==> src/verilog/crc_pkg.sv <==
package crc_pkg;

	//////////////////////////////
	// Register map
	//////////////////////////////

	// Word offsets taken from HADDR[4:2]
	localparam logic [2:0] crc_dr_addr   = 3'd0;
	localparam logic [2:0] crc_idr_addr  = 3'd1;
	localparam logic [2:0] crc_cr_addr   = 3'd2;
	localparam logic [2:0] crc_init_addr = 3'd4;
	localparam logic [2:0] crc_pol_addr  = 3'd5;

	// Reset values
	localparam logic [31:0] crc_init_reset = 32'hFFFF_FFFF;
	localparam logic [31:0] crc_pol_reset  = 32'h04C1_1DB7;
	localparam logic [4:0]  crc_cr_reset   = 5'h00;

	//////////////////////////////
	// AHB encodings
	//////////////////////////////

	typedef enum logic [1:0] {
		htrans_idle   = 2'b00,
		htrans_busy   = 2'b01,
		htrans_nonseq = 2'b10,
		htrans_seq    = 2'b11
	} htrans_t;

	// Low two bits of HSIZE only
	typedef enum logic [1:0] {
		hsize_byte = 2'b00,
		hsize_half = 2'b01,
		hsize_word = 2'b10
	} hsize_t;

	//////////////////////////////
	// CRC configuration
	//////////////////////////////

	typedef enum logic [1:0] {
		poly_32 = 2'b00,
		poly_16 = 2'b01,
		poly_8  = 2'b10,
		poly_7  = 2'b11
	} poly_size_t;

	typedef enum logic [1:0] {
		rev_none = 2'b00,
		rev_byte = 2'b01,
		rev_half = 2'b10,
		rev_word = 2'b11
	} rev_in_t;

	// Same bit order as CR[7:3]
	typedef struct packed {
		logic       rev_out;
		rev_in_t    rev_in;
		poly_size_t poly_size;
	} crc_cfg_t;

	// One buffered data write
	typedef struct packed {
		logic [31:0] data;
		hsize_t      size;
	} buf_entry_t;

	// Register writes towards the engine
	typedef struct packed {
		logic [31:0] wdata;
		logic        init_en;
		logic        pol_en;
		logic        idr_en;
		logic        reset_chain;
	} reg_wr_t;

endpackage

==> src/verilog/crc_ahb.sv <==
`timescale 1ns/1ps

module crc_ahb
#(
	parameter int BUFFER_DEPTH = 2
)
(
	input  logic        HCLK,
	input  logic        HRESETn,
	// AHB-Lite slave port
	input  logic        HSEL,
	input  logic [31:0] HADDR,
	input  logic [1:0]  HTRANS,
	input  logic        HWRITE,
	input  logic [2:0]  HSIZE,
	input  logic [31:0] HWDATA,
	input  logic        HREADY,
	output logic [31:0] HRDATA,
	output logic        HREADYOUT,
	output logic        HRESP
);

	import crc_pkg::*;

	// Front end to buffer
	logic        push;
	buf_entry_t  push_entry;
	logic        full;
	// Buffer to engine
	buf_entry_t  pop_entry;
	logic        empty;
	logic        pop;
	// Front end and engine
	reg_wr_t     reg_wr;
	crc_cfg_t    cfg;
	logic        busy;
	logic [31:0] crc_out;
	logic [31:0] init_out;
	logic [31:0] pol_out;
	logic [7:0]  idr_out;

	//////////////////////////////
	// Bus front end
	//////////////////////////////

	host_interface u_host_interface
	(
		.HCLK       (HCLK),
		.HRESETn    (HRESETn),
		.HSEL       (HSEL),
		.HADDR      (HADDR),
		.HTRANS     (HTRANS),
		.HWRITE     (HWRITE),
		.HSIZE      (HSIZE),
		.HWDATA     (HWDATA),
		.HREADY     (HREADY),
		.HRDATA     (HRDATA),
		.HREADYOUT  (HREADYOUT),
		.HRESP      (HRESP),
		.full       (full),
		.push       (push),
		.push_entry (push_entry),
		.busy       (busy),
		.crc_out    (crc_out),
		.init_out   (init_out),
		.pol_out    (pol_out),
		.idr_out    (idr_out),
		.reg_wr     (reg_wr),
		.cfg        (cfg)
	);

	//////////////////////////////
	// Data FIFO
	//////////////////////////////

	input_buffer
	#(
		.BUFFER_DEPTH (BUFFER_DEPTH)
	)
	u_input_buffer
	(
		.HCLK       (HCLK),
		.HRESETn    (HRESETn),
		.push       (push),
		.push_entry (push_entry),
		.pop        (pop),
		.pop_entry  (pop_entry),
		.full       (full),
		.empty      (empty)
	);

	//////////////////////////////
	// CRC datapath
	//////////////////////////////

	crc_engine u_crc_engine
	(
		.HCLK      (HCLK),
		.HRESETn   (HRESETn),
		.reg_wr    (reg_wr),
		.cfg       (cfg),
		.pop_entry (pop_entry),
		.empty     (empty),
		.pop       (pop),
		.busy      (busy),
		.crc_out   (crc_out),
		.init_out  (init_out),
		.pol_out   (pol_out),
		.idr_out   (idr_out)
	);

endmodule

==> src/verilog/crc_engine.sv <==
`timescale 1ns/1ps

module crc_engine
(
	input  logic                HCLK,
	input  logic                HRESETn,
	// From the bus front end
	input  crc_pkg::reg_wr_t    reg_wr,
	input  crc_pkg::crc_cfg_t   cfg,
	// Input buffer
	input  crc_pkg::buf_entry_t pop_entry,
	input  logic                empty,
	output logic                pop,
	// Status and read values
	output logic                busy,
	output logic [31:0]         crc_out,
	output logic [31:0]         init_out,
	output logic [31:0]         pol_out,
	output logic [7:0]          idr_out
);

	import crc_pkg::*;

	logic [31:0] init_q;
	logic [31:0] pol_q;
	logic [7:0]  idr_q;
	// CRC state, left-aligned to bit 31
	logic [31:0] crc_q;
	// Pending bytes, next one in [31:24]
	logic [31:0] shift_q;
	logic [2:0]  bytes_left;

	logic [4:0]  align_sh;
	logic [31:0] top_mask;
	logic [31:0] poly_aligned;
	logic [31:0] init_aligned;
	logic [31:0] state_masked;
	logic [31:0] rev_data;
	logic [31:0] load_data;
	logic [2:0]  load_bytes;
	logic [31:0] crc_next;
	logic        fold;
	logic        load_state;

	// Bit reversal inside groups of grp bits
	function automatic logic [31:0] rev_group(input logic [31:0] d, input int grp);
		logic [31:0] r;
		for (int i = 0; i < 32; i++)
			r[i] = d[(i / grp) * grp + grp - 1 - (i % grp)];
		return r;
	endfunction

	// One byte MSB-first through the LFSR
	function automatic logic [31:0] fold_byte(input logic [31:0] state, input logic [7:0] b,
		input logic [31:0] poly, input logic [31:0] mask);
		logic [31:0] c;
		logic        fb;
		c = state;
		for (int i = 7; i >= 0; i--)
		begin
			fb = c[31] ^ b[i];
			c  = c << 1;
			if (fb)
				c = c ^ poly;
		end
		return c & mask;
	endfunction

	//////////////////////////////
	// Polynomial width
	//////////////////////////////

	always_comb
	begin
		case (cfg.poly_size)
			poly_32: align_sh = 5'd0;
			poly_16: align_sh = 5'd16;
			poly_8:  align_sh = 5'd24;
			default: align_sh = 5'd25;
		endcase
	end

	assign top_mask     = 32'hFFFF_FFFF << align_sh;
	assign poly_aligned = pol_q << align_sh;
	// A fresh INIT write loads its own value
	assign init_aligned = (reg_wr.init_en ? reg_wr.wdata : init_q) << align_sh;
	assign state_masked = crc_q & top_mask;

	//////////////////////////////
	// Input reversal and alignment
	//////////////////////////////

	// Reversal never reaches past the written width
	always_comb
	begin
		case (cfg.rev_in)
			rev_none: rev_data = pop_entry.data;
			rev_byte: rev_data = rev_group(pop_entry.data, 8);
			rev_half:
				if (pop_entry.size == hsize_byte)
					rev_data = rev_group(pop_entry.data, 8);
				else
					rev_data = rev_group(pop_entry.data, 16);
			default:
				case (pop_entry.size)
					hsize_byte: rev_data = rev_group(pop_entry.data, 8);
					hsize_half: rev_data = rev_group(pop_entry.data, 16);
					default:    rev_data = rev_group(pop_entry.data, 32);
				endcase
		endcase
	end

	// Most significant valid byte goes first
	always_comb
	begin
		case (pop_entry.size)
			hsize_byte:
			begin
				load_data  = {rev_data[7:0], 24'h0};
				load_bytes = 3'd1;
			end
			hsize_half:
			begin
				load_data  = {rev_data[15:0], 16'h0};
				load_bytes = 3'd2;
			end
			default:
			begin
				load_data  = rev_data;
				load_bytes = 3'd4;
			end
		endcase
	end

	//////////////////////////////
	// Folding
	//////////////////////////////

	assign fold       = (bytes_left != 3'd0);
	assign load_state = reg_wr.reset_chain || reg_wr.init_en;
	assign crc_next   = fold_byte(crc_q, shift_q[31:24], poly_aligned, top_mask);
	// Take the next entry while the last byte of this one folds
	assign pop        = !empty && (bytes_left <= 3'd1);
	assign busy       = fold || !empty;

	always_ff @(posedge HCLK)
	begin
		if (!HRESETn)
		begin
			init_q     <= crc_init_reset;
			pol_q      <= crc_pol_reset;
			idr_q      <= 8'h00;
			crc_q      <= crc_init_reset;
			bytes_left <= 3'd0;
		end
		else
		begin
			if (reg_wr.init_en)
				init_q <= reg_wr.wdata;
			if (reg_wr.pol_en)
				pol_q <= reg_wr.wdata;
			if (reg_wr.idr_en)
				idr_q <= reg_wr.wdata[7:0];
			// Reload wins over a fold in the same cycle
			if (load_state)
				crc_q <= init_aligned;
			else if (fold)
				crc_q <= crc_next;
			if (pop)
				bytes_left <= load_bytes;
			else if (fold)
				bytes_left <= bytes_left - 3'd1;
		end
	end

	// Shift register holds payload only
	always_ff @(posedge HCLK)
	begin
		if (pop)
			shift_q <= load_data;
		else if (fold)
			shift_q <= shift_q << 8;
	end

	//////////////////////////////
	// Outputs
	//////////////////////////////

	// Full reversal of the aligned state lands right-aligned
	assign crc_out  = cfg.rev_out ? rev_group(state_masked, 32) : (state_masked >> align_sh);
	assign init_out = init_q;
	assign pol_out  = pol_q;
	assign idr_out  = idr_q;

endmodule

==> src/verilog/host_interface.sv <==
`timescale 1ns/1ps

module host_interface
(
	input  logic                HCLK,
	input  logic                HRESETn,
	// AHB-Lite slave side
	input  logic                HSEL,
	input  logic [31:0]         HADDR,
	input  logic [1:0]          HTRANS,
	input  logic                HWRITE,
	input  logic [2:0]          HSIZE,
	input  logic [31:0]         HWDATA,
	input  logic                HREADY,
	output logic [31:0]         HRDATA,
	output logic                HREADYOUT,
	output logic                HRESP,
	// Input buffer
	input  logic                full,
	output logic                push,
	output crc_pkg::buf_entry_t push_entry,
	// CRC engine
	input  logic                busy,
	input  logic [31:0]         crc_out,
	input  logic [31:0]         init_out,
	input  logic [31:0]         pol_out,
	input  logic [7:0]          idr_out,
	output crc_pkg::reg_wr_t    reg_wr,
	output crc_pkg::crc_cfg_t   cfg
);

	import crc_pkg::*;

	// Address phase copies
	logic [2:0]  haddr_q;
	hsize_t      hsize_q;
	htrans_t     htrans_q;
	logic        hwrite_q;
	logic        hsel_q;

	// Control register
	crc_cfg_t    cfg_q;

	logic        sample_bus;
	logic        write_en;
	logic        read_en;
	logic        dr_wr;
	logic        dr_rd;
	logic        idr_wr;
	logic        cr_wr;
	logic        init_wr;
	logic        pol_wr;
	logic        read_wait;
	logic        reset_pending;
	logic [31:0] dr_wdata;

	//////////////////////////////
	// Address phase
	//////////////////////////////

	// Only sampled when the bus moves on
	assign sample_bus = HREADY && HREADYOUT;

	always_ff @(posedge HCLK)
	begin
		if (!HRESETn)
		begin
			hsel_q   <= 1'b0;
			htrans_q <= htrans_idle;
		end
		else if (sample_bus)
		begin
			hsel_q   <= HSEL;
			htrans_q <= htrans_t'(HTRANS);
		end
	end

	// Qualified by hsel_q, so no reset needed here
	always_ff @(posedge HCLK)
	begin
		if (sample_bus)
		begin
			haddr_q  <= HADDR[4:2];
			hsize_q  <= hsize_t'(HSIZE[1:0]);
			hwrite_q <= HWRITE;
		end
	end

	//////////////////////////////
	// Decode
	//////////////////////////////

	// Idle, busy and seq transfers do nothing
	assign write_en = hsel_q && (htrans_q == htrans_nonseq) && hwrite_q;
	assign read_en  = hsel_q && (htrans_q == htrans_nonseq) && !hwrite_q;

	assign dr_wr   = write_en && (haddr_q == crc_dr_addr);
	assign dr_rd   = read_en  && (haddr_q == crc_dr_addr);
	assign idr_wr  = write_en && (haddr_q == crc_idr_addr);
	assign cr_wr   = write_en && (haddr_q == crc_cr_addr);
	assign init_wr = write_en && (haddr_q == crc_init_addr);
	assign pol_wr  = write_en && (haddr_q == crc_pol_addr);

	// The engine reports only busy, the bus side decides what to stall
	assign read_wait     = busy;
	assign reset_pending = busy;

	//////////////////////////////
	// Handshake
	//////////////////////////////

	// Stall on full buffer, result not ready, or INIT reload mid-calculation
	assign HREADYOUT = !((dr_wr   && full)      ||
	                     (dr_rd   && read_wait) ||
	                     (init_wr && reset_pending));

	// Always OKAY
	assign HRESP = 1'b0;

	//////////////////////////////
	// Data register writes
	//////////////////////////////

	// Sub-word data sits in the low lanes
	always_comb
	begin
		case (hsize_q)
			hsize_byte: dr_wdata = {24'h0, HWDATA[7:0]};
			hsize_half: dr_wdata = {16'h0, HWDATA[15:0]};
			default:    dr_wdata = HWDATA;
		endcase
	end

	// Push happens in the last data phase cycle
	assign push            = dr_wr && !full;
	assign push_entry.data = dr_wdata;
	assign push_entry.size = hsize_q;

	//////////////////////////////
	// Register writes
	//////////////////////////////

	assign reg_wr.wdata       = HWDATA;
	// INIT takes effect only once the stall is over
	assign reg_wr.init_en     = init_wr && !reset_pending;
	assign reg_wr.pol_en      = pol_wr;
	assign reg_wr.idr_en      = idr_wr;
	// Self-clearing, CR bit 0 is never stored
	assign reg_wr.reset_chain = cr_wr && HWDATA[0];

	// CR bits 7:3 map straight onto the config struct
	always_ff @(posedge HCLK)
	begin
		if (!HRESETn)
			cfg_q <= crc_cfg_t'(crc_cr_reset);
		else if (cr_wr)
			cfg_q <= crc_cfg_t'(HWDATA[7:3]);
	end

	assign cfg = cfg_q;

	//////////////////////////////
	// Read mux
	//////////////////////////////

	always_comb
	begin
		case (haddr_q)
			crc_dr_addr:   HRDATA = crc_out;
			crc_idr_addr:  HRDATA = {24'h0, idr_out};
			crc_cr_addr:   HRDATA = {24'h0, cfg_q, 3'h0};
			crc_init_addr: HRDATA = init_out;
			crc_pol_addr:  HRDATA = pol_out;
			// Unmapped offsets read as zero
			default:       HRDATA = 32'h0;
		endcase
	end

endmodule

==> src/verilog/input_buffer.sv <==
`timescale 1ns/1ps

module input_buffer
#(
	parameter int BUFFER_DEPTH = 2
)
(
	input  logic                HCLK,
	input  logic                HRESETn,
	// Write side from the bus front end
	input  logic                push,
	input  crc_pkg::buf_entry_t push_entry,
	// Read side towards the engine
	input  logic                pop,
	output crc_pkg::buf_entry_t pop_entry,
	output logic                full,
	output logic                empty
);

	import crc_pkg::*;

	// Depth is a power of two, pointers wrap on their own
	localparam int PTR_W = $clog2(BUFFER_DEPTH);

	buf_entry_t       mem [BUFFER_DEPTH];
	logic [PTR_W-1:0] wr_ptr;
	logic [PTR_W-1:0] rd_ptr;
	logic [PTR_W:0]   count;
	logic             do_push;
	logic             do_pop;

	// Ignore requests that would overflow or underflow
	assign do_push = push && !full;
	assign do_pop  = pop && !empty;

	//////////////////////////////
	// Storage
	//////////////////////////////

	always_ff @(posedge HCLK)
	begin
		if (do_push)
			mem[wr_ptr] <= push_entry;
	end

	// Head entry visible the cycle after its push
	assign pop_entry = mem[rd_ptr];

	//////////////////////////////
	// Pointers and fill level
	//////////////////////////////

	always_ff @(posedge HCLK)
	begin
		if (!HRESETn)
		begin
			wr_ptr <= '0;
			rd_ptr <= '0;
			count  <= '0;
		end
		else
		begin
			if (do_push)
				wr_ptr <= wr_ptr + 1'b1;
			if (do_pop)
				rd_ptr <= rd_ptr + 1'b1;
			// Simultaneous push and pop leaves the count alone
			if (do_push && !do_pop)
				count <= count + 1'b1;
			else if (do_pop && !do_push)
				count <= count - 1'b1;
		end
	end

	assign full  = (count == (PTR_W+1)'(BUFFER_DEPTH));
	assign empty = (count == '0);

endmodule
==> config.mk <==
export PLATFORM = sky130hd
export DESIGN_NAME = crc_ahb
export DESIGN_NICKNAME = d
export VERILOG_FILES = /design/src/verilog/crc_pkg.sv /design/src/verilog/crc_ahb.sv /design/src/verilog/crc_engine.sv /design/src/verilog/host_interface.sv /design/src/verilog/input_buffer.sv
export SDC_FILE = /design/constraint.sdc
export NUM_CORES = 1
export LEC_CHECK = 0
export ABC_AREA = 0
export BUFFER_PORTS_ARGS = -buffer_cell sky130_fd_sc_hd__buf_2
export CAP_MARGIN = 20
export CORE_MARGIN = 2
export CORE_UTILIZATION = 45
export CTS_CLUSTER_SIZE = 40
export DETAILED_ROUTE_END_ITERATION = 16
export PLACE_DENSITY = 0.65
export SYNTH_ARGS = -nofsm -noshare
export SYNTH_HDL_FRONTEND = slang
export SYNTH_SLANG_ARGS = --single-unit
==> constraint.sdc <==
create_clock -name HCLK -period 6.03 [get_ports HCLK]
set_clock_uncertainty 0.1 [all_clocks]
set_input_delay 0.603 -clock HCLK [delete_from_list [all_inputs] [get_ports HCLK]]
set_output_delay 0.603 -clock HCLK [all_outputs]
set_load 0.05 [all_outputs]
==> impl_metrics.env, run 1 <==
export IMPL_ir_worst_vdd_v=0.000340
export IMPL_tightest_slew_ps=1210
export IMPL_drcViolationCount=0
export IMPL_fin_tns_setup_ps=0
export IMPL_finalCriticalPeriod_ps=5550
export IMPL_start_kind="flop"
export IMPL_fmax_mhz=180
export IMPL_layout_drive_gt1_share_pct=13.2
export IMPL_fp_dieH_um=200
export IMPL_h_tree_depth=1
export IMPL_synth_edf_count=106
export IMPL_vias=15800
export IMPL_synthCells=2032
export IMPL_post_place_ws_ps=502
export IMPL_endpoint_kind="flop"
export IMPL_cts_sinks=226
export IMPL_fin_area_um2=18900
export IMPL_clk_pin_slew_ps=60
export IMPL_worstPathRequired_ps=6310
export IMPL_met3_usage_pct=4.45
export IMPL_synth_avg_cell_area_um2=8.51
export IMPL_use_met2_pct=45.4
export IMPL_ys_ff_latch=226
export IMPL_p_leak_uw=0.00685
export IMPL_fill_cells=3570
export IMPL_synth_area_leaders="edfxtp_1 18%, dfxtp_1 14%, xnor2_1 8.7%, nand2_1 8.1%, mux2i_1 7.6%"
export IMPL_rows=71
export IMPL_drtPass1Iterations=5
export IMPL_clockBufferDepth=3
export IMPL_cap_viol_max_count=0
export IMPL_initialDrtViolationCount=1898
export IMPL_antenna_found_initial=3
export IMPL_ctsResizeCount=0
export IMPL_synth_top_area_share_pct=18.4
export IMPL_hpwl_um=41300
export IMPL_top_usage_layer="met2"
export IMPL_num_nets_final=2089
export IMPL_wire_per_inst_um=23.3
export IMPL_setup_viol=0
export IMPL_crit_type="flop to flop"
export IMPL_rsz0062_at_grt="no"
export IMPL_cp_arrival_ps=5830
export IMPL_grt_pass1_vias=14800
export IMPL_wirelength_um=59200
export IMPL_yosys_warnings=0
export IMPL_numCtsBuffers=26
export IMPL_power_density_nw_per_um2=591
export IMPL_cp_max_fo=20
export IMPL_ys_flop_type="dfxtp_1"
export IMPL_grt_usage_pct=29.6
export IMPL_drv_slew=0
export IMPL_setup_ws_ps=480
export IMPL_yosysUniqueCellTypes=91
export IMPL_antenna_left=0
export IMPL_cpMostUsedCell="buf_4"
export IMPL_grt_max_degree=83
export IMPL_synth_async_reset_ratio_pct=0
export IMPL_yosysSeqAreaShare_pct=32.3
export IMPL_design_core_area_um2=37800
export IMPL_pin_count=108
export IMPL_routabilityCongestion=0.964
export IMPL_postPlaceCellArea_um2=18000
export IMPL_start_util_pct=45.8
export IMPL_crit_chain="mux4_2 > buf_4 > nand3_1 > o21ai_2 > a31oi_4 > and3_1 > o21ai_0 > a211oi_1 > nor2_1 > mux2i_4 > nor3_4 > buf_4 > o21ai_1 > xnor3_1 > xnor2_1 > o221ai_1"
export IMPL_post_cts_buffers=0
export IMPL_syn_to_final_growth_pct=9.58
export IMPL_viasPerCell=6.22
export IMPL_hold_class="input pin to flop"
export IMPL_crit_slowest_cell="nor3_4"
export IMPL_cts_hold_buf=0
export IMPL_port_buffers=76
export IMPL_hold_viol=0
export IMPL_cts_tree="yes"
export IMPL_grt_util_met1_pct=42.2
export IMPL_grt_first_pass_wirelength_um=89900
export IMPL_fin_crit_sh_pct=92.0
export IMPL_syn_nets=2110
export IMPL_cp_top_family="simple AND/OR/NAND/NOR gates"
export IMPL_grt_overflow_total=0
export IMPL_yosysTopAreaCell="edfxtp_1"
export IMPL_cts_root_buffer="clkbuf_16"
export IMPL_dieWidth_um=200
export IMPL_worst_path_buf_inv=2
export IMPL_insertion_delay_ps=540
export IMPL_synth_area_um2=17300
export IMPL_max_stage_delay_ps=790
export IMPL_outcome="finished, final reports clean"
export IMPL_fp_dieArea_um2=40000
export IMPL_slew_headroom_pct=19.7
-- cell usage after synthesis (all sizes together) (15+ instances only) --
cell type and n:
a211oi 29, a21boi 28, a21o 17, a21oi 106, a22oi 37, a311oi 18
and2 38, buf 58, clkbuf 126, dfxtp 120, edfxtp 106, inv 15
mux2 19, mux2i 132, mux4 27, nand2 373, nand3 74, nor2 125
nor2b 26, nor3 32, o211ai 23, o21ai 118, o22ai 30, xnor2 176
xor2 34
-- cell type report --
cell class | instances | area, um2 | area share [%]
Clock buffer | 35 | 726 | 3.83
Antenna cell | 1 | 2.50 | 0.0132
Multi-Input combinational cell | 1607 | 10900 | 57.6
Clock inverter | 13 | 161 | 0.852
Timing Repair Buffer | 135 | 851 | 4.49
Tap cell | 511 | 639 | 3.38
Sequential cell | 226 | 5590 | 29.5
Inverter | 15 | 56.3 | 0.297
-- worst paths after layout --
path | endpoint | slack, ps | startpoint | cells after the start
worst max-delay path | u_crc_engine.crc_q[18] | 480 | u_host_interface.cfg[0] | 16
worst min-delay path | u_host_interface.hsize_q[0] | 140 | HSIZE[0] | 1
worst max register to register | u_crc_engine.crc_q[18] | 480 | u_host_interface.cfg[0] | 16
worst min register to register | u_host_interface.hsel_q | 370 | u_host_interface.hsel_q | 2
-- layer usage --
metal	part of all wire [%]	vias to the layer above	wire (um)
li1	-	7193	-
met1	42	7556	24900
met2	43	920	25700
met3	10	142	5950
met4	4.4	0	2580
met5	0	-	0
-- cell usage in the layout, fill, tap and decap left out, types with 13 or more instances in the layout --
| cell type | netlist | layout |
|---|---|---|
| nand2_1 | 373 | 373 |
| xnor2_1 | 171 | 170 |
| mux2i_1 | 131 | 129 |
| nor2_1 | 124 | 123 |
| dfxtp_1 | 120 | 114 |
| edfxtp_1 | 106 | 106 |
| a21oi_1 | 105 | 105 |
| o21ai_0 | 97 | 97 |
| buf_2 | 22 | 75 |
| nand3_1 | 72 | 72 |
| buf_4 | 7 | 58 |
| and2_1 | 37 | 37 |
| a22oi_1 | 37 | 37 |
| xor2_1 | 33 | 32 |
| o22ai_1 | 29 | 29 |
| nor3_1 | 31 | 29 |
| mux4_2 | 27 | 27 |
| a211oi_1 | 27 | 27 |
| a21boi_0 | 27 | 27 |
| clkbuf_16 | 0 | 27 |
| nor2b_1 | 26 | 25 |
| o21ai_1 | 20 | 20 |
| o211ai_1 | 19 | 19 |
| mux2_2 | 19 | 19 |
| a311oi_1 | 18 | 18 |
| a21o_1 | 17 | 17 |
| inv_1 | 14 | 14 |
| xnor3_1 | 13 | 13 |
-- cells by family after synthesis --
| family | Yosys count | share of synthesized area [%] |
|---|---|---|
| and+or+nand+nor | 716 | 18.3 |
| AOI/OAI and AO/OA | 483 | 18.7 |
| other | 1 | 0.0217 |
| DFF | 226 | 32.3 |
| adders and majority gates | 4 | 0.290 |
| xor gates and xnor gates | 225 | 12.9 |
| buffers and inverters | 199 | 5.02 |
| muxes | 178 | 12.5 |
-- sequential cells by signal, indices dropped and copies added, names as in the netlist, 2 cells and up, named ones only --
| signal | flops |
|---|---|
| u_crc_engine.pol_out | 32 |
| u_crc_engine.idr_out | 8 |
| u_host_interface.hsize_q | 2 |
| u_crc_engine.init_out | 32 |
| u_host_interface.htrans_q | 2 |
| u_crc_engine.bytes_left | 3 |
| u_host_interface.cfg | 5 |
| u_host_interface.haddr_q | 3 |
| u_input_buffer.mem | 68 |
| u_input_buffer.count | 2 |
| u_crc_engine.crc_q | 32 |
| u_crc_engine.shift_q | 32 |
-- through the flow --
stage / cells / hold WS, ps / utilization [%] / total power, uW
after floorplan: 2032 / 344 / - / 8000
after global placement: 2492 / 348 / 47.7 / 9370
after detailed placement: 2492 / 366 / 47.7 / 9460
after CTS: 2540 / 127 / 50.1 / 11100
after global routing: 2542 / 128 / 50.2 / 11900
final: 2543 / 137 / 50.2 / 11200
-- power breakdown --
part,internal (uW),switching [uW]
Sequential,1940,349
Combinational,3310,3940
Clock,1010,642
Total,6260,4930
Note: power is estimated with default switching activity, not from simulation.
==> run 2: changes to the inputs <==
--- a/config.mk
+++ b/config.mk
@@ -8,7 +8,7 @@
 export ABC_AREA = 0
 export BUFFER_PORTS_ARGS = -buffer_cell sky130_fd_sc_hd__buf_2
 export CAP_MARGIN = 20
-export CORE_MARGIN = 2
+export CORE_MARGIN = 1.5
 export CORE_UTILIZATION = 45
 export CTS_CLUSTER_SIZE = 40
 export DETAILED_ROUTE_END_ITERATION = 16
==> constraint.sdc (replaced) <==
create_clock -name HCLK -period 6.48 [get_ports HCLK]
set_clock_uncertainty 0.1 [all_clocks]
set_input_delay 0.648 -clock HCLK [delete_from_list [all_inputs] [get_ports HCLK]]
set_output_delay 0.648 -clock HCLK [all_outputs]
set_load 0.05 [all_outputs]
==> run 2 against run 1 <==
  * Sequential power shrank 8%
  * Design area shrank 0.13%
  * First-iteration DRC count grew 9.9%
  * Critical path depth shrank 1
  * Flip-flop and latch count is the same
  * Global-route usage grew 0.33 points
  * Combinational power shrank 6.9%
  * Count of clock-buffer cells in the layout grew 6
  * Non-clock buffer count shrank 5
  * Core utilization shrank 0.066 points
  * Wire length grew 0.87%
  * Sequential share of layout area is essentially flat
==> impl_metrics.env, run 2 (same netlist as run 1, synthesis figures left out) <==
export IMPL_regMostFlops="u_input_buffer.mem"
export IMPL_cts_root_buffer="clkbuf_16"
export IMPL_ir_worst_vdd_v=0.000343
export IMPL_seq_area_um2=5590
export IMPL_initialDrtViolationCount=2086
export IMPL_antenna_left=0
export IMPL_syn_to_final_growth_pct=9.43
export IMPL_cts_tree="yes"
export IMPL_drtPass1Iterations=5
export IMPL_start_kind="flop"
export IMPL_insertion_delay_ps=550
export IMPL_crit_type="flop to flop"
export IMPL_cp_arrival_ps=5930
export IMPL_vias=15900
export IMPL_post_cts_buffers=0
export IMPL_grt_overflow_total=0
export IMPL_p_leak_uw=0.00682
export IMPL_start_util_pct=45.8
export IMPL_ctsResizeCount=0
export IMPL_dr_wl_met2_um=26100
export IMPL_fin_crit_sh_pct=85.8
export IMPL_routabilityCongestion=0.984
export IMPL_clockBufferDepth=3
export IMPL_r2r_slack_ps=920
export IMPL_crit_slowest_cell="mux4_2"
export IMPL_cp_max_fo=17
export IMPL_power_density_nw_per_um2=549
export IMPL_fp_dieH_um=199
export IMPL_top_layer_used="met4"
export IMPL_pin_count=108
export IMPL_viasPerCell=6.28
export IMPL_h_tree_depth=1
export IMPL_numCtsBuffers=26
export IMPL_dieWidth_um=199
export IMPL_final_cells=2539
export IMPL_layout_drive_gt1_share_pct=13.0
export IMPL_largest_register_ffs=68
export IMPL_final_common_cell="nand2_1"
export IMPL_worst_path_buf_inv=1
export IMPL_fin_tns_setup_ps=0
export IMPL_rsz0062_at_grt="no"
export IMPL_fmax_mhz=180
export IMPL_cts_hold_buf=0
export IMPL_grt_usage_pct=29.9
export IMPL_wire_per_inst_um=23.5
export IMPL_drv_slew=0
export IMPL_wl_met3_um=5570
export IMPL_multiInputGateArea_um2=10900
export IMPL_dp_cells=2486
export IMPL_fp_dieArea_um2=39600
export IMPL_wirelength_um=59700
export IMPL_final_cell_mix="373 x nand2_1, 170 x xnor2_1, 129 x mux2i_1"
export IMPL_num_nets_final=2084
export IMPL_tightest_slew_ps=1120
export IMPL_clk_pin_slew_ps=60
export IMPL_finalCriticalPeriod_ps=5560
export IMPL_wl_met1_um=25000
export IMPL_grt_first_pass_wirelength_um=89900
export IMPL_port_buffers=76
export IMPL_hpwl_um=41100
export IMPL_slew_headroom_pct=23.5
export IMPL_cap_viol_max_count=0
export IMPL_outcome="finished, final reports clean"
export IMPL_crit_chain="mux4_2 > and3_1 > o31a_1 > o31ai_1 > a21oi_1 > o211ai_1 > a31oi_1 > nor4_2 > o21ai_1 > xnor2_1 > xnor2_2 > buf_4 > nand3_1 > xor3_1 > o21ai_0"
export IMPL_fill_cells=3559
export IMPL_endpoint_kind="flop"
export IMPL_cp_top_family="compound AO/OA/AOI/OAI gates"
export IMPL_setup_viol=0
export IMPL_design_core_area_um2=37800
export IMPL_max_stage_delay_ps=740
export IMPL_grt_pass1_vias=14600
export IMPL_rows=71
export IMPL_worstPathRequired_ps=6850
export IMPL_grt_max_degree=86
export IMPL_cts_sinks=226
export IMPL_drcViolationCount=0
export IMPL_hold_viol=0
export IMPL_hold_class="input pin to flop"
export IMPL_antenna_found_initial=2
-- run 2: report_power, final --
group          total (uW)  internal [uW]  switching, uW
Sequential           2110           1810            303
Clock                1540            922            614
Combinational        6750           3070           3680
-- run 2: path summary, 6_finish.rpt --
| check | start | endpoint | cells past startpoint |
|---|---|---|---|
| setup / recovery | u_host_interface.cfg[0] | u_crc_engine.crc_q[11] | 15 |
| hold / removal | HSIZE[1] | u_host_interface.hsize_q[1] | 1 |
| setup reg to reg | u_host_interface.cfg[0] | u_crc_engine.crc_q[11] | 15 |
| hold reg to reg | u_host_interface.hsel_q | u_host_interface.hsel_q | 2 |
-- run 2: stage by stage --
stage               area, um2  hold WS [ps]  setup slack [ps]  power (uW)  util [%]
floorplan               17300           344              1950        7450         -
finish                  18900           174               917       10400      50.1
global placement        18000           350              1200        8650      47.6
detailed placement      18000           361              1060        8750      47.6
global route            18900           172               681       11000      50.1
CTS                     18900           162              1030       10300      49.9
-- run 2: area by class of cell --
type,count,share of cell area [%]
Clock buffer,41,4.01
Antenna cell,2,0.0265
Timing Repair Buffer,130,4.38
Clock inverter,7,0.655
Inverter,15,0.298
Multi-Input combinational cell,1607,57.7
Sequential cell,226,29.6
Tap cell,511,3.38
-- run 2: routing by layer --
layer / GRT usage, % / up-vias
li1: - / 7193
met4: 13.1 / 0
met1: 41.5 / 7663
met5: 0 / -
met2: 46.3 / 911
met3: 4.31 / 169
